==> src/rs_pkg.sv <==
// reservation station shared definitions
//   sizes and field widths
//   functional unit class codes, which double as issue port numbers
//   credit and free level widths
//   operand word, read as a value or as a pending register tag

package rs_pkg;

	localparam int RS_SIZE    = 8;
	localparam int PRF_TAG_W  = 6;
	localparam int DATA_W     = 64;
	localparam int ROB_IDX_W  = 5;	// msb is the thread number
	localparam int ALU_FUNC_W = 5;
	localparam int FU_CLASS_W = 2;

	// class codes, equal to the issue port numbers
	localparam logic [FU_CLASS_W-1:0] FU_MULT = 2'd0;
	localparam logic [FU_CLASS_W-1:0] FU_ALU  = 2'd1;
	localparam logic [FU_CLASS_W-1:0] FU_MEM  = 2'd2;

	localparam int ISSUE_PORTS    = 3;
	localparam int CREDITS_PER_FU = 2;	// granted by each unit after reset
	localparam int CREDIT_W       = 2;
	localparam int FREE_W         = 2;	// 0, 1 or 2-or-more free entries

	// the valid bit next to the word says which view applies
	typedef union packed {
		logic [DATA_W-1:0] value;
		struct packed {
			logic [DATA_W-PRF_TAG_W-1:0] pad;
			logic [PRF_TAG_W-1:0]        tag;
		} tag_view;
	} operand_t;

endpackage

==> src/rs_fu_credits.sv <==
// issue credit counters, one per functional unit port
//   loaded with the unit's credit grant at reset
//   minus one per issue, plus one per returned credit

module rs_fu_credits (
	input  logic                            clock,
	input  logic                            reset,
	input  logic [rs_pkg::ISSUE_PORTS-1:0]  issued,
	input  logic [rs_pkg::ISSUE_PORTS-1:0]  credit_return,
	output logic [rs_pkg::ISSUE_PORTS-1:0]  has_credit
);
	import rs_pkg::*;

	logic [CREDIT_W-1:0] count [ISSUE_PORTS];

	always_ff @(posedge clock) begin
		if (reset) begin
			for (int p = 0; p < ISSUE_PORTS; p++)
				count[p] <= CREDIT_W'(CREDITS_PER_FU);
		end else begin
			for (int p = 0; p < ISSUE_PORTS; p++) begin
				case ({issued[p], credit_return[p]})
					2'b10:   count[p] <= count[p] - 1'b1;
					2'b01:   count[p] <= count[p] + 1'b1;
					default: count[p] <= count[p];	// none, or both cancel
				endcase
			end
		end
	end

	always_comb begin
		for (int p = 0; p < ISSUE_PORTS; p++)
			has_credit[p] = (count[p] != '0);
	end

endmodule

==> config.mk <==
export PLATFORM = sky130hd
export DESIGN_NAME = rs_fu_credits
export DESIGN_NICKNAME = d
export VERILOG_FILES = /design/src/rs_pkg.sv /design/src/rs_fu_credits.sv
export SDC_FILE = /design/constraint.sdc
export NUM_CORES = 1
export LEC_CHECK = 0
export BUFFER_PORTS_ARGS = -buffer_cell sky130_fd_sc_hd__buf_4
export CORE_AREA = 2 2 39 41
export DETAILED_ROUTE_END_ITERATION = 10
export DIE_AREA = 0 0 41 43
export GPL_ROUTABILITY_DRIVEN = 0
export GPL_TIMING_DRIVEN = 0
export PLACE_DENSITY_LB_ADDON = 0.3
export SLEW_MARGIN = 20
export SYNTH_ARGS = -nofsm -noshare
export SYNTH_HDL_FRONTEND = slang
export SYNTH_SLANG_ARGS = --single-unit
export TNS_END_PERCENT = 5
==> constraint.sdc <==
create_clock -name clock -period 1.9 [get_ports clock]
set_input_delay 0.095 -clock clock [delete_from_list [all_inputs] [get_ports clock]]
set_output_delay 0.095 -clock clock [all_outputs]
set_load 0.05 [all_outputs]
==> run summary <==
Worst EP required = 1.90 ns
Worst Path Arrival = 1.39 ns
post-synthesis compound-gate area fraction = 9.51%
1st-iter DRT viols = 3
via/cell ratio = 4.57
Worst Skew = 0.00570 ns
diodes inserted = 0
clock latency on the worst-skew pair = 0.24 ns
post-CTS resize count = 0
GRT Overall Usage = 10.8%
post-synth top area share = 39.1%
placed instance count = 72
Die Y = 43 µm
total power = 424 µW
Fin Setup TNS = 0 ns
Slew headroom = 85.9%
Final ANT Viol Nets = 0
Placeable Area = 1380 µm²
CTS tree = built
Hold-fix buffers, CTS = 0
commonest non-fill, non-tap cells in the layout = 10 x buf_4, 9 x inv_1, 7 x ha_1
Worst-path clk slew = 0.05 ns
syn_nets = 61
VDD IR max = 0.267 mV
worst hold slack = 0.198 ns
router iterations before antenna repair = 3
Clock Path Buffers = 2
initial antenna violation count = 0
largest family of logic cells by synthesized area = adder cells
Final Max Slew Viols = 0
most area-hungry cell type in the Yosys netlist = edfxtp_1
port bufs = 10
Synth cell types = 16
Final setup viols = 0
Final Cell Area = 578 µm²
FP Rows = 14
Routed Wire Length = 677 µm
mux share of post-synthesis cell area = 0%
Initial Util = 33.3%
largest cells by area after synthesis = edfxtp_1 39%, ha_1 19%, xnor2_1 7.6%
Fin. Hold Viols = 0
vias in the first global route = 328
DPL Wire Length = 562 µm
wire length per cell = 9.03 µm
xor-xnor portion of the synthesized cell area = 7.61%
die width = 41 µm
CP max FO = 2
nature of the critical path startpoint = register
synth-to-layout area growth = 25.5%
Seq/Total Area, Yosys = 39.1%
post-synthesis adder-cell area fraction = 19.0%
leading registers by flop count = count (6)
Power Density = 733 nW/µm²
largest net degree at the start of global routing = 10
Tmin final = 1.39 ns
# Post-CTS Setup Buffers = 0
synthesized area = 460 µm²
Reg with most FFs = count
CP endpoint kind = register
Simple-Gate Fraction of Synth Area = 17.4%
critical path class = reg2reg
H-tree levels = 1
Clock Sinks = 6
Non-Filler Instances = 75
nets@finish = 76
Worst Hold Class = in2reg
period utilization = 73.2%
Syn. warnings = 0
Lkg Pwr = 0.000266 µW
share of layout cells above drive strength 1 = 28.8%
Yosys reg bits = 6
commonest non-fill, non-tap cell in the layout = buf_4
Max Cap Viol = 0
Die Area = 1760 µm²
Post-DP Area = 556 µm²
syn_area_per_cell = 10.0 µm²
total vias in the final route = 343
DRC = 0
# IOs = 11
RSZ-0062 raised after global routing = no
first-pass GRT wire length = 1240 µm
cells after synthesis = 46
CTS Buf Count = 3
Fmax achieved = 0.719 GHz
Tightest Pin Transition = 0.211 ns
status = complete, no violations
max FFs per register = 6
total gr overflow = 0
root buffer cell = clkbuf_4
worst max-delay path: stages (launching register included):
cell and delay (ns):
edfxtp_1 0.39, inv_1 0.07, ha_1 0.23, or3_1 0.35, o21a_1 0.11
layer usage:
layer / part of all wire, % / wire length (µm) / vias to the layer above / global-route usage (%)
met5: 0 / 0 / - / 0
met2: 53 / 358 / 7 / 15.0
met3: 3.1 / 21 / 0 / 3.14
met4: 0 / 0 / 0 / 10.0
li1: - / - / 181 / -
met1: 44 / 296 / 155 / 12.6
kinds of logic (layout without fill, tap and decap cells):
logic type / count (synthesis) / in the layout
xor gates and xnor gates: 4 / 4
AOI/OAI and AO/OA: 6 / 6
adders and majority gates: 7 / 7
DFF: 6 / 6
buffers and inverters: 9 / 22
and+or+nand+nor: 14 / 14
metrics by stage:
stage | setup WS [ns] | utilization, %
floorplan | 0.570 | -
global placement | 0.530 | 40.1
detailed placement | 0.508 | 40.1
CTS | 0.503 | 41.8
global route | 0.433 | 41.8
finish | 0.510 | 41.8
Yosys cell counts (all sizes together):
library cell	number
and3	1
xnor2	4
or2	2
o21bai	3
nand2	2
nor3	3
nand3b	1
ha	7
a211oi	1
edfxtp	6
or3	1
inv	9
nor2	4
a31oi	1
o21a	1
where the power goes:
| part | leakage (µW) | switching (µW) | internal (µW) | total, µW |
|---|---|---|---|---|
| logic | 0.000194 | 72.0 | 59.9 | 132 |
| registers | 0.0000580 | 8.82 | 168 | 177 |
| clock network | 0.0000138 | 43.6 | 71.3 | 115 |
final timing paths:
check,start,end,slack [ns],cells past startpoint
worst max-delay path,count[2][0]$_DFFE_PP_,count[2][1]$_DFFE_PP_,0.51,4
worst min-delay path,reset,count[2][0]$_DFFE_PP_,0.20,2
worst max register to register,count[2][0]$_DFFE_PP_,count[2][1]$_DFFE_PP_,0.51,4
worst min register to register,count[2][0]$_DFFE_PP_,count[2][0]$_DFFE_PP_,0.57,1
final cells by class:
type | count | area, µm²
Multi-Input combinational cell | 31 | 246
Fill cell | 146 | 806
Sequential cell | 6 | 180
Inverter | 9 | 33.8
Clock buffer | 3 | 22.5
Timing Repair Buffer | 10 | 75.1
Tap cell | 16 | 20.0
(Power assumes the default switching activity.)
