`config.mk`:
```
export PLATFORM = sky130hd
export DESIGN_NAME = rs_entry
export DESIGN_NICKNAME = d
export VERILOG_FILES = /design/src/rs_pkg.sv /design/src/rs_entry.sv
export SDC_FILE = /design/constraint.sdc
export NUM_CORES = 1
export LEC_CHECK = 0
export BUFFER_PORTS_ARGS = -buffer_cell sky130_fd_sc_hd__buf_4
export CORE_AREA = 2 2 231 233
export DETAILED_ROUTE_END_ITERATION = 7
export DIE_AREA = 0 0 233 235
export HOLD_SLACK_MARGIN = 0.12
export SLEW_MARGIN = 40
export SYNTH_ARGS = -nofsm -noshare
export SYNTH_HDL_FRONTEND = slang
export SYNTH_SLANG_ARGS = --single-unit
```
`constraint.sdc`:
```
create_clock -name clock -period 6.6 [get_ports clock]
set_input_delay 0.33 -clock clock [delete_from_list [all_inputs] [get_ports clock]]
set_output_delay 0.33 -clock clock [all_outputs]
set_load 0.01 [all_outputs]
```
`src/rs_pkg.sv`:
```
// reservation station shared definitions
//   sizes and field widths
//   functional unit class codes, which double as issue port numbers
//   credit and free level widths
//   operand word, read as a value or as a pending register tag

package rs_pkg;

	localparam int RS_SIZE    = 8;
	localparam int PRF_TAG_W  = 6;
	localparam int DATA_W     = 64;
	localparam int ROB_IDX_W  = 5;	// msb is the thread number
	localparam int ALU_FUNC_W = 5;
	localparam int FU_CLASS_W = 2;

	// class codes, equal to the issue port numbers
	localparam logic [FU_CLASS_W-1:0] FU_MULT = 2'd0;
	localparam logic [FU_CLASS_W-1:0] FU_ALU  = 2'd1;
	localparam logic [FU_CLASS_W-1:0] FU_MEM  = 2'd2;

	localparam int ISSUE_PORTS    = 3;
	localparam int CREDITS_PER_FU = 2;	// granted by each unit after reset
	localparam int CREDIT_W       = 2;
	localparam int FREE_W         = 2;	// 0, 1 or 2-or-more free entries

	// the valid bit next to the word says which view applies
	typedef union packed {
		logic [DATA_W-1:0] value;
		struct packed {
			logic [DATA_W-PRF_TAG_W-1:0] pad;
			logic [PRF_TAG_W-1:0]        tag;
		} tag_view;
	} operand_t;

endpackage

```
`src/rs_entry.sv`:
```
// one reservation station entry
//   instruction storage, loaded from either dispatch slot
//   CDB wakeup of waiting operands
//   ready, cleared on issue or on a flush of its thread

module rs_entry (
	input  logic                           clock,
	input  logic                           reset,
	input  logic                           load1,
	input  logic                           load2,
	input  logic [rs_pkg::PRF_TAG_W-1:0]   inst1_dest_tag,
	input  rs_pkg::operand_t               inst1_opa,
	input  rs_pkg::operand_t               inst1_opb,
	input  logic                           inst1_opa_ready,
	input  logic                           inst1_opb_ready,
	input  logic [rs_pkg::ROB_IDX_W-1:0]   inst1_rob_idx,
	input  logic [rs_pkg::ALU_FUNC_W-1:0]  inst1_alu_func,
	input  logic [rs_pkg::FU_CLASS_W-1:0]  inst1_fu_class,
	input  logic [rs_pkg::PRF_TAG_W-1:0]   inst2_dest_tag,
	input  rs_pkg::operand_t               inst2_opa,
	input  rs_pkg::operand_t               inst2_opb,
	input  logic                           inst2_opa_ready,
	input  logic                           inst2_opb_ready,
	input  logic [rs_pkg::ROB_IDX_W-1:0]   inst2_rob_idx,
	input  logic [rs_pkg::ALU_FUNC_W-1:0]  inst2_alu_func,
	input  logic [rs_pkg::FU_CLASS_W-1:0]  inst2_fu_class,
	input  logic                           cdb1_valid,
	input  logic [rs_pkg::PRF_TAG_W-1:0]   cdb1_tag,
	input  logic [rs_pkg::DATA_W-1:0]      cdb1_value,
	input  logic                           cdb2_valid,
	input  logic [rs_pkg::PRF_TAG_W-1:0]   cdb2_tag,
	input  logic [rs_pkg::DATA_W-1:0]      cdb2_value,
	input  logic                           issue_grant,
	input  logic [1:0]                     flush_thread,
	output logic                           busy,
	output logic                           ready,
	output logic [rs_pkg::FU_CLASS_W-1:0]  fu_class,
	output logic [rs_pkg::DATA_W-1:0]      opa_value,
	output logic [rs_pkg::DATA_W-1:0]      opb_value,
	output logic [rs_pkg::PRF_TAG_W-1:0]   dest_tag,
	output logic [rs_pkg::ROB_IDX_W-1:0]   rob_idx,
	output logic [rs_pkg::ALU_FUNC_W-1:0]  alu_func
);
	import rs_pkg::*;

	operand_t opa_q, opb_q;
	logic     opa_rdy, opb_rdy;
	logic     a_hit1, a_hit2, b_hit1, b_hit2;
	logic     flushed;

	assign a_hit1  = !opa_rdy && cdb1_valid && (opa_q.tag_view.tag == cdb1_tag);
	assign a_hit2  = !opa_rdy && cdb2_valid && (opa_q.tag_view.tag == cdb2_tag);
	assign b_hit1  = !opb_rdy && cdb1_valid && (opb_q.tag_view.tag == cdb1_tag);
	assign b_hit2  = !opb_rdy && cdb2_valid && (opb_q.tag_view.tag == cdb2_tag);
	assign flushed = busy && flush_thread[rob_idx[ROB_IDX_W-1]];

	// control state
	always_ff @(posedge clock) begin
		if (reset) begin
			busy    <= 1'b0;
			opa_rdy <= 1'b0;
			opb_rdy <= 1'b0;
		end else if (load1) begin
			busy    <= 1'b1;
			opa_rdy <= inst1_opa_ready;
			opb_rdy <= inst1_opb_ready;
		end else if (load2) begin
			busy    <= 1'b1;
			opa_rdy <= inst2_opa_ready;
			opb_rdy <= inst2_opb_ready;
		end else begin
			if (issue_grant || flushed)
				busy <= 1'b0;
			if (a_hit1 || a_hit2)
				opa_rdy <= 1'b1;	// wakeup
			if (b_hit1 || b_hit2)
				opb_rdy <= 1'b1;
		end
	end

	// payload
	always_ff @(posedge clock) begin
		if (load1) begin
			opa_q    <= inst1_opa;
			opb_q    <= inst1_opb;
			dest_tag <= inst1_dest_tag;
			rob_idx  <= inst1_rob_idx;
			alu_func <= inst1_alu_func;
			fu_class <= inst1_fu_class;
		end else if (load2) begin
			opa_q    <= inst2_opa;
			opb_q    <= inst2_opb;
			dest_tag <= inst2_dest_tag;
			rob_idx  <= inst2_rob_idx;
			alu_func <= inst2_alu_func;
			fu_class <= inst2_fu_class;
		end else begin
			if (a_hit1)
				opa_q.value <= cdb1_value;	// cdb1 first
			else if (a_hit2)
				opa_q.value <= cdb2_value;
			if (b_hit1)
				opb_q.value <= cdb1_value;
			else if (b_hit2)
				opb_q.value <= cdb2_value;
		end
	end

	assign ready     = busy && opa_rdy && opb_rdy && !flushed;
	assign opa_value = opa_q.value;
	assign opb_value = opb_q.value;

endmodule

```
==> impl_metrics.env <==
export IMPL_outcome="complete, no violations"
export IMPL_ys_flop_type="edfxtp_1"
export IMPL_via_per_inst=4.622
export IMPL_row_count=84
export IMPL_yosysUniqueCellTypes=29
export IMPL_grt_pass1_wl_um=60950
export IMPL_first_pass_iters=5
export IMPL_fin_area_um2=14620
export IMPL_fin_crit_ps=3175
export IMPL_initialDrtViolationCount=604
export IMPL_async_reset_ff_share_pct=0
export IMPL_die_h_um=235
export IMPL_hold_class="in2reg"
export IMPL_antenna_found_initial=5
export IMPL_synth_cells=826
export IMPL_hpwl_um=32120
export IMPL_synthTopCellsByCount="146 x edfxtp_1, 128 x o21ai_0, 127 x a22oi_1"
export IMPL_cts_resized=0
export IMPL_finClkSkew_ps=14.21
export IMPL_io_buffers=592
export IMPL_syn_num_nets=1271
export IMPL_dr_total_vias=9655
export IMPL_core_area_um2=52240
export IMPL_synth_area_leaders="edfxtp_1 50%, a22oi_1 11%, o211ai_1 11%"
export IMPL_drc_errors=0
export IMPL_die_w_um=233
export IMPL_dpl_cell_area_um2=13790
export IMPL_tightestPinTransition_ps=868.9
export IMPL_first_global_vias=9589
export IMPL_cts_max_level=4
export IMPL_syn_area_um2=8708
export IMPL_root_buffer="clkbuf_16"
export IMPL_cts_buffer_depth=2
export IMPL_yosysTopAreaCellShare_pct=50.34
export IMPL_io_pins=593
export IMPL_power_density_nw_per_um2=200.1
export IMPL_worstSetupStartpointType="register"
export IMPL_ys_warn_count=0
export IMPL_cts_buffers=17
export IMPL_cp_end_kind="register"
export IMPL_timing_fmax_ghz=0.3150
export IMPL_clock_latency_ps=470
export IMPL_tritoncts="done"
export IMPL_start_util_pct=16.67
export IMPL_cts_hold_buffers_added=24
export IMPL_rsz0062_at_grt="false"
export IMPL_hold_viol_final=0
export IMPL_ant_nets=0
export IMPL_gp_congestion=0.8994
export IMPL_cp_max_fo=64
export IMPL_slew_headroom_pct=42.07
export IMPL_cp_arrival_ps=3280
export IMPL_peakVddDrop_mv=0.1733
export IMPL_clkSlewWorstSetupHoldPaths_ps=70
export IMPL_synth_most_common_cell="edfxtp_1"
export IMPL_wl_um=43410
export IMPL_setup_violations=0
export IMPL_holdPathStages=2
export IMPL_fp_dieArea_um2=54760
export IMPL_fin_nets=1832
export IMPL_synth_edff_count=146
export IMPL_fillCellCount=5514
export IMPL_drive_gt1_share_pct=47.79
export IMPL_grt_overflow=0
export IMPL_ys_seq_area_share_pct=51.03
export IMPL_grt_max_degree=85
export IMPL_tns_ps=0
export IMPL_syn_area_per_cell_um2=10.54
export IMPL_leakage_nw=5.829
export IMPL_cap_viol_max_count=0
export IMPL_postCtsSetupBuffers=0
export IMPL_period_share_pct=48.10
export IMPL_area_growth_pct=67.84
export IMPL_yosys_register_bits=149
export IMPL_wire_per_inst_um=20.78
export IMPL_ff2ff_path_depth=5
export IMPL_synth_top_cell_by_area="edfxtp_1"
export IMPL_grt_util_all_layers_pct=15.18
export IMPL_required_ps=6700
export IMPL_path_class="reg2reg"
export IMPL_slew_viol_final=0
export IMPL_clock_sinks=149
-- power breakdown --
part | total [mW] | switching [mW] | internal, mW
registers | 1.20 | 0.0427 | 1.16
clock network | 0.967 | 0.472 | 0.495
logic | 0.757 | 0.366 | 0.391
-- state kept, by name, summed over array words and instances, names as in the netlist --
name,count
opb_rdy,1
fu_class,2
busy,1
opa_value,64
opb_value,64
opa_rdy,1
dest_tag,6
alu_func,5
rob_idx,5
-- cell type report --
class,instances,area [um2],area share [%]
antenna,1,2.502,0.01712
multi-input combinational,585,3902,26.70
inverter,5,18.77,0.1284
clock inverter,15,138.9,0.9502
sequential,149,4444,30.41
clock buffer,17,425.4,2.910
tap,688,860.8,5.889
timing repair buffer,629,4823,33.00
-- cell families (layout without fill, tap and decap cells) --
kind of cell / count (synthesis) / count (layout) / synth area share [%]
AOI/OAI and AO/OA: 393 / 393 / 30.46
and+or+nand+nor: 149 / 149 / 8.664
muxes: 19 / 19 / 2.442
buffers and inverters: 92 / 666 / 4.986
xor gates and xnor gates: 24 / 24 / 2.414
DFF: 149 / 149 / 51.03
other: 0 / 1 / 0
-- layer usage --
| layer | vias up | part of all wire, % | GRT usage (%) |
|---|---|---|---|
| li1 | 4375 | - | - |
| met1 | 4667 | 39 | 18.01 |
| met2 | 560 | 50 | 26.00 |
| met3 | 51 | 8.7 | 4.053 |
| met4 | 2 | 2.3 | 5.752 |
| met5 | - | 0.030 | 0 |
-- metrics by stage --
stage	utilization [%]	std cells	total power, mW	hold slack (ps)	worst slack (ps)
4_1_cts	27.94	2087	2.952	121.2	3028
3_5_place_dp	26.40	2031	1.962	515.2	3000
2_1_floorplan	-	826	1.482	401.7	3405
5_1_grt	27.98	2089	3.034	136.8	3345
6_report	27.98	2089	2.924	171.4	3425
3_3_place_gp	26.27	2028	1.950	501.7	2731
-- critical path, stage by stage (launching register included) --
cell	delay (ps)
edfxtp_1	440
xnor2_1	500
nand3_4	470
or2_4	600
buf_12	260
nand2_8	450
-- final timing paths --
kind | slack [ps] | endpoint | start
hold reg to reg | 540 | opa_rdy | opa_rdy
setup / recovery | 3430 | opa_value[31] | opa_value[0]
hold / removal | 170 | dest_tag[4] | inst2_dest_tag[4]
setup reg to reg | 3430 | opa_value[31] | opa_value[0]
-- cells in the final DEF, fill, tap and decap left out, drive strengths merged, types with 3 or more instances in the layout --
cell and n:
clkbuf 17, o211ai 130, o21ai 128, xnor2 18, a22oi 127, edfxtp 146, buf 605, and2 63
nand2 68, xor2 6, mux2 18, clkinvlp 6, inv 13, nor2b 3, dfxtp 3, a21oi 3
nor2 3, dlygate4sd3 24
Power figures use the tool's default switching activity.
