File: config.mk
export PLATFORM = sky130hd
export DESIGN_NAME = rs_operand_bypass
export DESIGN_NICKNAME = d
export VERILOG_FILES = /design/src/rs_pkg.sv /design/src/rs_operand_bypass.sv
export SDC_FILE = /design/constraint.sdc
export NUM_CORES = 1
export LEC_CHECK = 0
export ABC_AREA = 0
export BUFFER_PORTS_ARGS = -buffer_cell sky130_fd_sc_hd__clkbuf_2
export CAP_MARGIN = 10
export CORE_AREA = 2 2 158 160
export DETAILED_ROUTE_END_ITERATION = 8
export DIE_AREA = 0 0 160 162
export PLACE_DENSITY = 0.5
export SETUP_SLACK_MARGIN = 0.2
export SLEW_MARGIN = 40
export SYNTH_ARGS = -nofsm -noshare
export SYNTH_HDL_FRONTEND = slang
export SYNTH_SLANG_ARGS = --single-unit
File: constraint.sdc
create_clock -name vclk -period 2.5
set_clock_uncertainty 0.2 [all_clocks]
set_input_delay 0.5 -clock vclk [all_inputs]
set_output_delay 0.5 -clock vclk [all_outputs]
set_load 0.005 [all_outputs]
File: src/rs_pkg.sv
// reservation station shared definitions
//   sizes and field widths
//   functional unit class codes, which double as issue port numbers
//   credit and free level widths
//   operand word, read as a value or as a pending register tag

package rs_pkg;

	localparam int RS_SIZE    = 8;
	localparam int PRF_TAG_W  = 6;
	localparam int DATA_W     = 64;
	localparam int ROB_IDX_W  = 5;	// msb is the thread number
	localparam int ALU_FUNC_W = 5;
	localparam int FU_CLASS_W = 2;

	// class codes, equal to the issue port numbers
	localparam logic [FU_CLASS_W-1:0] FU_MULT = 2'd0;
	localparam logic [FU_CLASS_W-1:0] FU_ALU  = 2'd1;
	localparam logic [FU_CLASS_W-1:0] FU_MEM  = 2'd2;

	localparam int ISSUE_PORTS    = 3;
	localparam int CREDITS_PER_FU = 2;	// granted by each unit after reset
	localparam int CREDIT_W       = 2;
	localparam int FREE_W         = 2;	// 0, 1 or 2-or-more free entries

	// the valid bit next to the word says which view applies
	typedef union packed {
		logic [DATA_W-1:0] value;
		struct packed {
			logic [DATA_W-PRF_TAG_W-1:0] pad;
			logic [PRF_TAG_W-1:0]        tag;
		} tag_view;
	} operand_t;

endpackage

File: src/rs_operand_bypass.sv
// dispatch-time operand capture
//   compares each waiting operand tag with both CDBs
//   cdb1 wins when both buses carry the same tag

module rs_operand_bypass (
	input  rs_pkg::operand_t              opa,
	input  rs_pkg::operand_t              opb,
	input  logic                          opa_ready,
	input  logic                          opb_ready,
	input  logic                          cdb1_valid,
	input  logic [rs_pkg::PRF_TAG_W-1:0]  cdb1_tag,
	input  logic [rs_pkg::DATA_W-1:0]     cdb1_value,
	input  logic                          cdb2_valid,
	input  logic [rs_pkg::PRF_TAG_W-1:0]  cdb2_tag,
	input  logic [rs_pkg::DATA_W-1:0]     cdb2_value,
	output rs_pkg::operand_t              opa_out,
	output rs_pkg::operand_t              opb_out,
	output logic                          opa_ready_out,
	output logic                          opb_ready_out
);
	import rs_pkg::*;

	logic a_hit1, a_hit2, b_hit1, b_hit2;

	// only a waiting operand holds a tag
	assign a_hit1 = !opa_ready && cdb1_valid && (opa.tag_view.tag == cdb1_tag);
	assign a_hit2 = !opa_ready && cdb2_valid && (opa.tag_view.tag == cdb2_tag);
	assign b_hit1 = !opb_ready && cdb1_valid && (opb.tag_view.tag == cdb1_tag);
	assign b_hit2 = !opb_ready && cdb2_valid && (opb.tag_view.tag == cdb2_tag);

	always_comb begin
		opa_out = opa;
		opb_out = opb;
		if (a_hit1)
			opa_out.value = cdb1_value;
		else if (a_hit2)
			opa_out.value = cdb2_value;
		if (b_hit1)
			opb_out.value = cdb1_value;
		else if (b_hit2)
			opb_out.value = cdb2_value;
	end

	assign opa_ready_out = opa_ready | a_hit1 | a_hit2;
	assign opb_ready_out = opb_ready | b_hit1 | b_hit2;

endmodule

==> run_results.csv, run 1 <==
group,metric,value,unit
synth,netlist_top_cells_area,"a31oi_1 (16%), o21ai_1 (15%), nand3_1 (13%), nor3_1 (13%), o32a_1 (8.9%)",
synth,synth_most_common_cell,"o21ai_1",
timing,relSlewSlack,0.7627,
outcome,violations,"negative setup slack",
cells_and_area,post-route-util,0.3895,
drt,drc,0,
critical_path,crit_path_max_incr_delay,0.32,ns
die,fp.dieH,162,µm
critical_path,cp_cell_sequence,"buf_8, buf_6, xnor2_4, and3_4, buf_12, clkbuf_16, nand3_2, a31oi_1, buf_2",
critical_path,worst-endpoint-arrival,1.95,ns
cells_and_area,clkbuf_count,0,
pwr,p_per_area,176.6,mW/mm²
place,place.gp.congestion,0.8969,
critical_path,slowest_stage,"and3_4",
die,die_w,160,µm
critical_path,critPathRequiredTime,1.80,ns
global_routing,grt_start_max_net_pins,39,
timing,worst_slack,-0.1455,ns
global_routing,gr-total-overflow,0,
drt,routedWlPerCell,23.93,µm
global_routing,grt_pass1_wl,44910,µm
synth,netlist_instances,657,
die,rows,57,
cells_and_area,final_area,0.009389,mm²
hold_path,min_path_type,"input pin to primary output",
synth,yosysWarnings,0,
drt,post_drt_via_cell_ratio,5.632,
place,dp_hpwl,21700,µm
global_routing,grt_pass1_vias,7536,
cells_and_area,area_growth,151.8,%
pwr,ir_drop,0.0001281,V
cells_and_area,design.seq.count,0,
cells_and_area,fillCellCount,2536,
critical_path,crit_fanout,8,
die,initial_core_util,0.1547,
die,core,0.02411,mm²
cells_and_area,seqCellArea,0,µm²
timing,rsz0062_at_grt,"yes",
drt,first_pass_iters,5,
timing,fin_crit,2.646,ns
drt,route.vias.total,8071,
critical_path,cp.buffers_inverters,5,
critical_path,endpoint_kind,"primary output",
timing,final.period_utilization,1.058,
global_routing,grt_usage,0.2183,
drt,drt_iter0_drc,734,
timing,setup_viol,126,
critical_path,worstSetupStartpointType,"input pin",
synth,yosysTopAreaCell,"a31oi_1",
drt,wl,34290,µm
synth,syn-cell-area,0.003729,mm²
cells_and_area,antenna_cells,0,
synth,synth_top_area_frac,0.1594,
timing,fmax,0.3780,GHz
die,die-area,0.02592,mm²
timing,drv_slew,0,
job,cap_violations,0,
place,placedCellCount,1380,
drt,ant_nets,0,
synth,synth_commonest_cells,"o21ai_1 (111), nand3_1 (99), a31oi_1 (95), nor3_1 (95), clkbuf_1 (55)",
pwr,total_leakage_power,3.727,nW
timing,tns,-8.154,ns
pwr,total_power,1.658,mW
critical_path,path_class,"input pin to primary output",
global_routing,antenna_found_initial,0,
synth,yosysSeqAreaShare,0,
cells_and_area,layout.nets,1383,
critical_path,critPathTopFamily,"buffers and inverters",
synth,synth_cell_types,22,
timing,hold_violations,0,
outcome,outcome,"finished with violations",
timing,tightest_slew,0.3560,ns
synth,synth_area_per_cell,5.675,µm²
cells_and_area,layout.cells.non_filler,1433,
place,portBuffers,402,
cells_and_area,drive_gt1_frac,0.6763,
synth,syn_nets,929,
die,num_io_pins,402,
place,dpl_cell_area,0.006973,mm²
[per-layer routing]
| metal | vias up | GRT usage | wire, µm |
|---|---|---|---|
| met5 | - | 0 | 0 |
| met4 | 0 | 0.05446 | 1100 |
| met3 | 95 | 0.02503 | 2858 |
| met2 | 607 | 0.3902 | 16870 |
| met1 | 3856 | 0.2797 | 13460 |
| li1 | 3513 | - | - |
[final timing paths]
| check | depth (start not counted) | slack [ns] | to | from |
|---|---|---|---|---|
| max | 9 | -0.15 | opa_out[61] | opa[5] |
| min | 3 | 1.09 | opb_ready_out | opb_ready |
[stage by stage]
step	setup WS [ns]	hold WS (ns)
after detailed placement	-0.2567	1.116
after global placement	-0.2454	1.113
after floorplan	0.2061	0.8930
final	-0.1455	1.088
after CTS	-0.1248	1.109
after global routing	-0.1884	1.107
[cells in the final DEF, fill, tap and decap left out, types with 3 or more instances in the layout]
| master | netlist | final |
|---|---|---|
| a2bb2oi_2 | 0 | 31 |
| nand3_2 | 0 | 43 |
| a31oi_1 | 95 | 76 |
| buf_16 | 0 | 8 |
| a31oi_4 | 0 | 9 |
| buf_12 | 0 | 35 |
| nand3_1 | 99 | 52 |
| clkbuf_2 | 0 | 314 |
| buf_4 | 1 | 53 |
| xnor2_2 | 1 | 8 |
| o21ai_2 | 0 | 43 |
| nand3_4 | 0 | 4 |
| clkbuf_16 | 0 | 14 |
| nand4_1 | 3 | 3 |
| buf_6 | 4 | 35 |
| nor3_1 | 95 | 82 |
| nand2_1 | 36 | 33 |
| a31oi_2 | 0 | 10 |
| nor2b_1 | 4 | 3 |
| o21ai_4 | 0 | 15 |
| buf_8 | 0 | 11 |
| or2_4 | 0 | 4 |
| xnor2_4 | 0 | 12 |
| o21ai_1 | 111 | 68 |
| clkbuf_8 | 0 | 3 |
| buf_2 | 28 | 72 |
| nor3_2 | 0 | 13 |
| xnor2_1 | 23 | 4 |
| o32a_1 | 33 | 33 |
[logic make-up after synthesis]
| family | synth area share |
|---|---|
| AND/OR/NAND/NOR | 0.3272 |
| AO/OA/AOI/OAI | 0.4973 |
| XOR/XNOR | 0.05839 |
| buffers and inverters | 0.1171 |
[area by class of cell]
type               instances  area [µm²]  share of cell area
repair buffers           548        4274              0.4552
multi-input cells        561        4710              0.5016
well taps                324       405.4             0.04318
[repair_timing]
item                                    4_1_cts  5_1_grt
hold buffers                                  0        0
endpoints found under the setup margin      130      130
pin swaps                                    98      119
gates cloned                                 12       17
gates resized for setup                     138      257
buffers inserted                             12       12
[report_power, final]
part           total (mW)  internal (mW)  switching [mW]  leakage (nW)
registers               0              0               0             0
clock network           0              0               0             0
logic                1.66          0.819           0.840          3.73
total                1.66          0.819           0.840          3.73
(Power assumes the default switching activity.)
==> run 2, diff against run 1 <==
==> constraint.sdc (replaced) <==
create_clock -name vclk -period 2.6
set_clock_uncertainty 0.2 [all_clocks]
set_input_delay 0.52 -clock vclk [all_inputs]
set_output_delay 0.52 -clock vclk [all_outputs]
set_load 0.005 [all_outputs]
==> run_results.csv, run 2 (synthesis gave the netlist of run 1 again) <==
group,metric,value,unit
critical_path,endpoint_kind,"primary output",
drt,drc,0,
hold_path,min_path_type,"input pin to primary output",
global_routing,antenna_found_initial,0,
pwr,p_per_area,168.4,mW/mm²
cells_and_area,final_cell_mix,"clkbuf_2 (302), nor3_1 (83), buf_2 (82)",
cells_and_area,final_area,0.009887,mm²
pwr,clockPowerShare,0,
pwr,intPower,830.8,µW
drt,wl,37200,µm
timing,rsz0062_at_grt,"yes",
place,dp_hpwl,21870,µm
timing,relSlewSlack,0.7328,
place,portBuffers,402,
timing,drv_slew,0,
global_routing,grt_start_max_net_pins,42,
pwr,sw_frac_of_total,0.5009,
global_routing,grt_usage,0.2439,
place,place.gp.congestion,0.9513,
critical_path,worstSetupStartpointType,"input pin",
place,post-place-ws,-0.2163,ns
die,core,0.02411,mm²
timing,worst_slack,-0.1530,ns
place,dpl_cell_area,0.006710,mm²
cells_and_area,design.seq.count,0,
cells_and_area,drive_gt1_frac,0.6778,
drt,ant_nets,0,
timing,setup_viol,129,
pwr,total_leakage_power,3.858,nW
cells_and_area,area_growth,165.2,%
cells_and_area,final_common_cell,"clkbuf_2",
timing,fin_crit,2.753,ns
cells_and_area,fillCellCount,2481,
die,die-area,0.02592,mm²
cells_and_area,clkbuf_count,0,
outcome,violations,"negative setup slack",
global_routing,gr-total-overflow,0,
pwr,sequentialPowerShare,0,
timing,fmax,0.3632,GHz
die,num_io_pins,402,
timing,tightest_slew,0.3977,ns
drt,post_drt_via_cell_ratio,5.781,
drt,route.vias.total,8296,
critical_path,critPathRequiredTime,1.88,ns
critical_path,crit_fanout,7,
cells_and_area,seqCellArea,0,µm²
drt,routedWlPerCell,25.92,µm
drt,first_pass_iters,6,
critical_path,worst-endpoint-arrival,2.03,ns
cells_and_area,layout.cells.non_filler,1435,
timing,timing.hold.ws,1.139,ns
cells_and_area,post-route-util,0.4102,
pwr,ir_drop,0.0001091,V
outcome,outcome,"finished with violations",
pwr,share_comb_of_total_power,1.000,
pwr,total_power,1.665,mW
cells_and_area,layout.nets,1385,
cells_and_area,antenna_cells,0,
drt,drt_iter0_drc,1013,
die,fp.dieH,162,µm
global_routing,grt_pass1_vias,7950,
pwr,p_sw,833.8,µW
die,rows,57,
place,placedCellCount,1370,
global_routing,grt_pass1_wl,48870,µm
critical_path,path_class,"input pin to primary output",
timing,hold_violations,0,
timing,final.period_utilization,1.059,
timing,tns,-9.929,ns
die,die_w,160,µm
die,initial_core_util,0.1547,
job,cap_violations,0,
==> run 2: repair_timing <==
item / 4_1_cts / 5_1_grt
hold endpoints to repair: 0 / 0
hold buffers: 0 / 0
gates cloned: 25 / 12
setup buffers: 17 / 11
gates resized for setup: 183 / 249
setup endpoints to repair: 130 / 130
pin swaps: 65 / 74
==> run 2: final timing paths <==
kind | from | end | cells after the start
hold / removal | opb[43] | opb_out[43] | 4
setup / recovery | cdb2_tag[3] | opa_out[14] | 8
==> run 2: critical path: stages <==
cell and delay (ns):
clkbuf_2 0.16, xnor2_4 0.21, and3_4 0.35, buf_6 0.18, buf_16 0.14, nand3_1 0.14, a31oi_4 0.21, buf_2 0.13
==> run 2: cell type report <==
class,instances,area (µm²),area share
Tap cell,324,405.4,0.04100
Timing Repair Buffer,552,4599,0.4652
Multi-Input combinational cell,559,4882,0.4938
==> run 2: layer usage <==
layer | vias up | share of wire | GRT usage
met4 | 0 | 0.041 | 0.07125
met1 | 3922 | 0.39 | 0.3080
met5 | - | 0 | 0
met3 | 139 | 0.097 | 0.03882
li1 | 3534 | - | -
met2 | 701 | 0.48 | 0.4284
==> run 2: power by group through the flow <==
stage	Clock, mW	Combinational (mW)	Sequential, mW
after floorplan	0	0.415	0
after global placement	0	1.08	0
after detailed placement	0	1.07	0
after CTS	0	1.44	0
after global routing	0	1.74	0
final	0	1.66	0
