[src/rs_pkg.sv]
// reservation station shared definitions
//   sizes and field widths
//   functional unit class codes, which double as issue port numbers
//   credit and free level widths
//   operand word, read as a value or as a pending register tag

package rs_pkg;

	localparam int RS_SIZE    = 8;
	localparam int PRF_TAG_W  = 6;
	localparam int DATA_W     = 64;
	localparam int ROB_IDX_W  = 5;	// msb is the thread number
	localparam int ALU_FUNC_W = 5;
	localparam int FU_CLASS_W = 2;

	// class codes, equal to the issue port numbers
	localparam logic [FU_CLASS_W-1:0] FU_MULT = 2'd0;
	localparam logic [FU_CLASS_W-1:0] FU_ALU  = 2'd1;
	localparam logic [FU_CLASS_W-1:0] FU_MEM  = 2'd2;

	localparam int ISSUE_PORTS    = 3;
	localparam int CREDITS_PER_FU = 2;	// granted by each unit after reset
	localparam int CREDIT_W       = 2;
	localparam int FREE_W         = 2;	// 0, 1 or 2-or-more free entries

	// the valid bit next to the word says which view applies
	typedef union packed {
		logic [DATA_W-1:0] value;
		struct packed {
			logic [DATA_W-PRF_TAG_W-1:0] pad;
			logic [PRF_TAG_W-1:0]        tag;
		} tag_view;
	} operand_t;

endpackage

[src/rs_alloc.sv]
// dispatch allocation
//   lowest free entry to slot 1, next one to slot 2
//   free level saturated at two

module rs_alloc (
	input  logic [rs_pkg::RS_SIZE-1:0]  busy,
	input  logic                        inst1_valid,
	input  logic                        inst2_valid,
	output logic [rs_pkg::RS_SIZE-1:0]  load1,
	output logic [rs_pkg::RS_SIZE-1:0]  load2,
	output logic [rs_pkg::FREE_W-1:0]   free_level
);
	import rs_pkg::*;

	logic [RS_SIZE-1:0] first, second;	// one-hot, or zero if none
	logic [FREE_W-1:0]  free_cnt;

	always_comb begin
		first    = '0;
		second   = '0;
		free_cnt = '0;
		for (int i = 0; i < RS_SIZE; i++) begin
			if (!busy[i]) begin
				if (free_cnt == 2'd0)
					first[i] = 1'b1;
				else if (free_cnt == 2'd1)
					second[i] = 1'b1;
				if (free_cnt != 2'd2)
					free_cnt = free_cnt + 2'd1;
			end
		end
	end

	// a lone slot 2 takes the lowest entry
	assign load1      = inst1_valid ? first : '0;
	assign load2      = !inst2_valid ? '0 : (inst1_valid ? second : first);
	assign free_level = free_cnt;

endmodule

[config.mk]
export PLATFORM = sky130hd
export DESIGN_NAME = rs_alloc
export DESIGN_NICKNAME = d
export VERILOG_FILES = /design/src/rs_pkg.sv /design/src/rs_alloc.sv
export SDC_FILE = /design/constraint.sdc
export NUM_CORES = 1
export LEC_CHECK = 0
export ABC_AREA = 0
export BUFFER_PORTS_ARGS = -buffer_cell sky130_fd_sc_hd__buf_2
export CELL_PAD_IN_SITES_DETAIL_PLACEMENT = 2
export CELL_PAD_IN_SITES_GLOBAL_PLACEMENT = 2
export CORE_MARGIN = 1
export CORE_UTILIZATION = 30
export DETAILED_ROUTE_END_ITERATION = 12
export GPL_ROUTABILITY_DRIVEN = 0
export PLACE_DENSITY = 0.91
export RECOVER_POWER = 50
export SYNTH_ARGS = -nofsm -noshare
export SYNTH_HDL_FRONTEND = slang
export SYNTH_SLANG_ARGS = --single-unit
export TNS_END_PERCENT = 20
[constraint.sdc]
create_clock -name vclk -period 6.8
set_input_delay 0.68 -clock vclk [all_inputs]
set_output_delay 0.68 -clock vclk [all_outputs]
set_load 0.01 [all_outputs]
==> results.cfg, run 1 <==
[status]
status = finished, final reports clean

[floorplan]
initial_core_util = 0.3150
num_rows = 18
ioPinCount = 28
core_sq_mm = 0.002455
die_y_microns = 52.77
die_x_microns = 52.77
die_area_sq_mm = 0.002785

[job]
maxCapViolations = 0

[drt]
drt-initial-drc-count = 6
wl_per_cell_microns = 16.58
vias = 959
firstDrtPassIters = 3
ant_nets = 0
via_per_inst = 5.777
postRouteWirelength_mm = 2.753
drc = 0

[setup_path]
cpMostUsedCell = ha_1
start_kind = primary input
cp.required_ns = 6.12
crit_type = primary input to output port
cp-end-kind = output port
max_stage_delay_ns = 0.67
worst_path_dominant_cell_family = simple AND/OR/NAND/NOR gates
critPathMaxFanout = 10
cp.arrival_ns = 4.29
crit_slowest_cell = or4_1
worstPathCellList = clkbuf_1, inv_1, ha_1, and3_1, or4_1, or3_1, nand4_1, nor2_1, a21oi_1, ha_1, a22oi_1, o21ai_1, inv_1, ha_1, nor4bb_1, a31o_1, buf_2
path_buf_inv = 4

[timing]
slew_headroom = 0.5290
fmax_mhz = 201.1
final_max_slew_viol_count = 0
setup_tns_ns = 0
final.period_utilization = 0.7311
rsz0062_at_grt = no
hold_viol = 0
tightest_slew_ns = 0.7065
layout_min_cycle_time_ns = 4.971
setup_violations = 0

[synth]
synth_nets = 133
synth_cell_types = 46
yosys_warnings = 0
synth_area_sq_um = 773.2
syn_area_per_cell_sq_um = 6.666
yosysSeqAreaShare = 0
syn-instance-count = 116

[cells_and_area]
syn2layout_area_growth_pct = 16.02
nets = 155
seq_cells = 0
fin_util = 0.3654
final_layout_size_suffix_gt1_frac = 0.1618
n_clock_buffer = 0
num_antenna_cells = 0
ff_latch_area_sq_um = 0

[grt]
grt_max_degree = 16
grt_pass1_wl_mm = 4.643
grt_usage = 0.2173
antenna_found_initial = 0
grt_pass1_vias = 962
grt_overflow = 0

[power]
switching_power_uw = 55.45
p_int_uw = 34.87
swShare = 0.6139
p_per_area_mw_per_mm2 = 100.7
clockPowerShare = 0
combPwrFrac = 1.000
vdd_drop_max_mv = 0.03600
p_leak_nw = 0.4357
sequentialPowerShare = 0

[clock_tree]
ctsHoldBuffers = 0
post_cts_buffers = 0
cts_resized = 0

[hold_path]
hold_class = primary input to output port

[place]
io_buffers = 28
dp_hpwl_mm = 2.219
## power by group through the flow
stage	sequential, mW	clock, mW	combinational, mW
finish	0	0	0.0903
global route	0	0	0.101
CTS	0	0	0.0915
detailed placement	0	0	0.0912
global placement	0	0	0.0846
floorplan	0	0	0.0646
## tightest hold or removal path, stage by stage
cell,delay (ns)
buf_2,0.13
nor2_1,0.05
buf_2,0.13
## metrics by stage
step	cells	hold slack, ns	total power, mW	setup slack (ns)	cell area [sq um]
floorplan	116	1.408	0.06459	2.479	773.2
global placement	166	1.658	0.08465	2.079	908.4
detailed placement	166	1.672	0.09116	1.828	908.4
CTS	166	1.674	0.09154	1.826	908.4
global route	166	1.701	0.1010	1.504	897.1
finish	166	1.668	0.09032	1.829	897.1
## routing by layer
metal	up-vias	routed length, microns	track usage	part of all wire
met5	-	0	0	0
met4	0	0	0.03070	0
met2	19	1513	0.4346	0.55
met3	0	65	0.002899	0.024
li1	465	-	-	-
met1	475	1175	0.2555	0.43
## cells in the mapped netlist, drive strengths merged, types with 2 or more instances
library cell,number,area share
or3,2,0.016
inv,7,0.034
nand4,2,0.016
nor2,12,0.058
a22oi,2,0.019
a21oi,4,0.026
nand2b,3,0.024
nor3b,3,0.029
nor2b,4,0.032
a211oi,2,0.019
and3,3,0.024
o21ai,8,0.066
nor3,4,0.026
a211o,2,0.023
nand3,3,0.019
ha,7,0.11
and2,2,0.016
buf,4,0.036
nand2,10,0.049
clkbuf,4,0.019
nor4b,3,0.034
xnor2,2,0.023
and3b,3,0.034
mux2i,3,0.039
## logic make-up after synthesis
kind of cell,synth area share
compound gates,0.2816
xor+xnor,0.04370
fa+ha+maj,0.1133
buf+inv,0.08899
mux,0.03884
simple gates,0.4337
## layout by cell type (no fill, tap or decap), types with 2 or more instances in the layout
cell,n
nand3_1,3
a211o_1,2
nand2_1,10
nor4b_1,3
nor3b_1,3
nand2b_1,3
inv_1,7
nor3_1,4
ha_1,7
and2_1,2
xnor2_1,2
buf_2,19
nor2_1,12
or3_1,2
a22oi_1,2
a211oi_1,2
and3b_1,3
o21ai_0,4
a21oi_1,4
nor2b_1,4
and3_1,3
o21ai_1,3
nand4_1,2
clkbuf_1,9
mux2i_1,3
## layout make-up
cell class                 instances  area [sq um]
multi-input combinational        101         704.4
fill                             316          1558
tap                               30         37.54
inverter                           7         26.28
timing repair buffer              28         128.9
## final timing paths
path	startpoint	endpoint	slack, ns	depth (start not counted)
worst max-delay path	busy[1]	load2[7]	1.83	17
worst min-delay path	busy[0]	load1[0]	1.67	3
Power figures use the tool's default switching activity.
==> run 2: changes to the inputs <==
CORE_UTILIZATION = 27   (was 30)
PLACE_DENSITY = 0.83   (was 0.91)
clock period = 4.9 ns   (was 6.8 ns; I/O delays follow)
==> results.cfg, run 2 (synthesized netlist as in run 1, its figures left out) <==
[hold_path]
hp-start = busy[0]
holdPathEnd = load1[0]
worstHoldPathCells = 3
hold_class = primary input to output port

[cells_and_area]
n_clock_buffer = 0
seq_cells = 0
syn2layout_area_growth_pct = 16.50
most-common-layout-cells = buf_2, nor2_1, nand2_1
ff_latch_area_sq_um = 0
final_layout_size_suffix_gt1_frac = 0.1765
fin_util = 0.3295
nets = 155
layout_commonest_cell = buf_2
fillerInstances = 349
num_antenna_cells = 0

[timing]
layout_min_cycle_time_ns = 4.535
fmax_mhz = 220.5
tightest_slew_ns = 0.7331
rsz0062_at_grt = no
final_max_slew_viol_count = 0
hold_viol = 0
final.period_utilization = 0.9255
setup_violations = 0
setup_tns_ns = 0
slew_headroom = 0.5112

[setup_path]
start_kind = primary input
crit_type = primary input to output port
cp-end-kind = output port
cp.required_ns = 4.41
cp.arrival_ns = 4.04
critPathMaxFanout = 10

[grt]
antenna_found_initial = 0
grt_pass1_vias = 999
grt_pass1_wl_mm = 4.602
grt_usage = 0.1783
grt_overflow = 0
grt_max_degree = 16

[floorplan]
num_rows = 19
die_x_microns = 55.52
core_sq_mm = 0.002734
die_y_microns = 55.52
ioPinCount = 28
die_area_sq_mm = 0.003082
initial_core_util = 0.2828

[drt]
postRouteWirelength_mm = 2.638
wl_per_cell_microns = 15.80
vias = 940
ant_nets = 0
drc = 0
via_per_inst = 5.629
firstDrtPassIters = 3
drt-initial-drc-count = 9

[status]
status = finished, final reports clean

[clock_tree]
ctsHoldBuffers = 0
post_cts_buffers = 0
cts_resized = 0

[power]
p_leak_nw = 0.4424
p_per_area_mw_per_mm2 = 137.0
totalPowerFinal_uw = 123.4
vdd_drop_max_mv = 0.05890

[place]
io_buffers = 28
dp_hpwl_mm = 2.180

[job]
maxCapViolations = 0
[run 2: cell count changes in the layout (fill, tap and decap cells not counted)]
cell / before / now
and2_1: 2 / 1
clkbuf_1: 9 / 7
buf_2: 19 / 21
and2_0: 0 / 1
[run 2: layer usage]
metal | GRT usage | wire (microns)
met3 | 0 | 74
met1 | 0.2135 | 1131
met4 | 0 | 0
met2 | 0.3701 | 1432
met5 | 0 | 0
[run 2: power breakdown]
| group | switching (mW) | total (mW) | internal, mW |
|---|---|---|---|
| registers | 0 | 0 | 0 |
| logic | 0.0751 | 0.123 | 0.0483 |
| clock network | 0 | 0 | 0 |
[run 2: worst max-delay path by stage]
stage	to	slack [ns]	from
after global routing	load2[7]	0.09	busy[0]
after CTS	load2[7]	0.32	busy[0]
after detailed placement	load2[7]	0.32	busy[0]
after floorplan	load2[7]	0.96	busy[0]
after global placement	load2[7]	0.48	busy[0]
final	load2[7]	0.37	busy[0]
[run 2: layout make-up]
cell class,count,area (sq um),area share
Inverter,7,26.28,0.02917
Multi-Input combinational cell,101,704.4,0.7819
Timing Repair Buffer,28,131.4,0.1458
Tap cell,31,38.79,0.04306
[run 2: critical path, stage by stage]
cell and delay, ns:
buf_2 0.13, inv_1 0.08, ha_1 0.40, and3_1 0.21, or4_1 0.67, or3_1 0.37, nand4_1 0.16, nor2_1 0.06
a21oi_1 0.16, ha_1 0.26, a22oi_1 0.18, o21ai_1 0.12, inv_1 0.11, ha_1 0.17, nor4bb_1 0.23, a31o_1 0.13
buf_2 0.12
[run 2: through the flow]
step	area (sq um)	cells	worst slack (ns)	hold WS, ns
after floorplan	773.2	116	0.9588	1.028
after global placement	909.6	167	0.4814	1.284
after detailed placement	909.6	167	0.3219	1.304
after CTS	909.6	167	0.3208	1.306
after global routing	900.9	167	0.09316	1.318
final	900.9	167	0.3650	1.291
==> run 3: changes to the inputs <==
REMOVE_ABC_BUFFERS = 1   (was unset)
==> results.cfg, run 3 (synthesized netlist as in run 1, its figures left out) <==
[status]
status = finished, final reports clean

[cells_and_area]
layout_commonest_cell = buf_2
num_antenna_cells = 0
ff_latch_area_sq_um = 0
seq_cells = 0
fillerInstances = 352
most-common-layout-cells = buf_2, nor2_1, nand2_1
final_layout_size_suffix_gt1_frac = 0.1691
syn2layout_area_growth_pct = 16.34
n_clock_buffer = 0
nets = 155

[timing]
fmax_mhz = 218.3
setup_tns_ns = 0
layout_setup_ws_ns = 0.3187
tightest_slew_ns = 0.6907
final_max_slew_viol_count = 0
setup_violations = 0
rsz0062_at_grt = no
final.period_utilization = 0.9350
layout_min_cycle_time_ns = 4.581
hold_viol = 0
slew_headroom = 0.5395

[grt]
antenna_found_initial = 0
grt_usage = 0.1703
grt_max_degree = 16
grt_pass1_wl_mm = 4.395
grt_overflow = 0
grt_pass1_vias = 949

[place]
dp_hpwl_mm = 2.151
dp_worst_setup_slack_ns = 0.2941
io_buffers = 28

[floorplan]
die_area_sq_mm = 0.003082
core_sq_mm = 0.002734
ioPinCount = 28
die_y_microns = 55.52
die_x_microns = 55.52
initial_core_util = 0.2828
num_rows = 19

[setup_path]
cpMostUsedCell = ha_1
max_stage_delay_ns = 0.66
cp-end-kind = output port
worstPathCellList = buf_2, inv_1, ha_1, and3_1, or4_1, or3_1, nand4_1, nor2_1, a21oi_1, ha_1, a22oi_1, o21ai_1, inv_1, ha_1, nor4bb_1, a31o_1, buf_2
start_kind = primary input
crit_type = primary input to output port
path_buf_inv = 4
crit_slowest_cell = or4_1
cp.arrival_ns = 4.09
worst_path_dominant_cell_family = simple AND/OR/NAND/NOR gates
critPathMaxFanout = 10
cp.required_ns = 4.41

[power]
sequentialPowerShare = 0
p_int_uw = 48.38
combPwrFrac = 1.000
swShare = 0.6092
vdd_drop_max_mv = 0.05905
p_leak_nw = 0.4386
switching_power_uw = 75.40
clockPowerShare = 0
p_per_area_mw_per_mm2 = 137.6

[hold_path]
hold_class = primary input to output port

[drt]
vias = 947
wl_per_cell_microns = 15.70
postRouteWirelength_mm = 2.622
ant_nets = 0
drt-initial-drc-count = 23
drc = 0
via_per_inst = 5.671
firstDrtPassIters = 2

[clock_tree]
post_cts_buffers = 0
cts_resized = 0
ctsHoldBuffers = 0

[job]
maxCapViolations = 0
run 3: layer usage:
layer  global-route usage  wire length [microns]  vias up
met5                    0                      0        -
met4                    0                      0        0
met3                    0                     66        0
met2               0.3425                   1378       26
met1               0.2129                   1178      452
li1                     -                      -      469
run 3: area by class of cell:
class | count | area [sq um] | area share
Inverter | 7 | 26.28 | 0.02921
Timing Repair Buffer | 28 | 130.1 | 0.1446
Tap cell | 31 | 38.79 | 0.04312
Multi-Input combinational cell | 101 | 704.4 | 0.7830
run 3: path summary, 6_finish.rpt:
check	from	to	slack (ns)	cells after the start
worst min-delay path	busy[0]	load1[0]	1.31	3
worst max-delay path	busy[0]	load2[7]	0.32	17
run 3: worst min-delay path, cell delays in order:
cell and delay [ns]:
buf_2 0.13, nor2_1 0.06, buf_2 0.13
run 3: through the flow:
stage / std cells / power (mW) / util / hold slack (ns) / cell area (sq um)
4_1_cts: 167 / 0.1261 / 0.3327 / 1.314 / 909.6
2_1_floorplan: 108 / 0.08246 / - / 1.028 / 730.7
3_3_place_gp: 167 / 0.1182 / 0.3327 / 1.287 / 909.6
5_1_grt: 167 / 0.1379 / 0.3291 / 1.323 / 899.6
6_report: 167 / 0.1238 / 0.3291 / 1.309 / 899.6
3_5_place_dp: 167 / 0.1257 / 0.3327 / 1.314 / 909.6
run 3: power by group through the flow:
| stage | clock, mW | sequential (mW) | combinational [mW] |
|---|---|---|---|
| 4_1_cts | 0 | 0 | 0.126 |
| 2_1_floorplan | 0 | 0 | 0.0825 |
| 5_1_grt | 0 | 0 | 0.138 |
| 3_3_place_gp | 0 | 0 | 0.118 |
| 3_5_place_dp | 0 | 0 | 0.126 |
| 6_report | 0 | 0 | 0.124 |
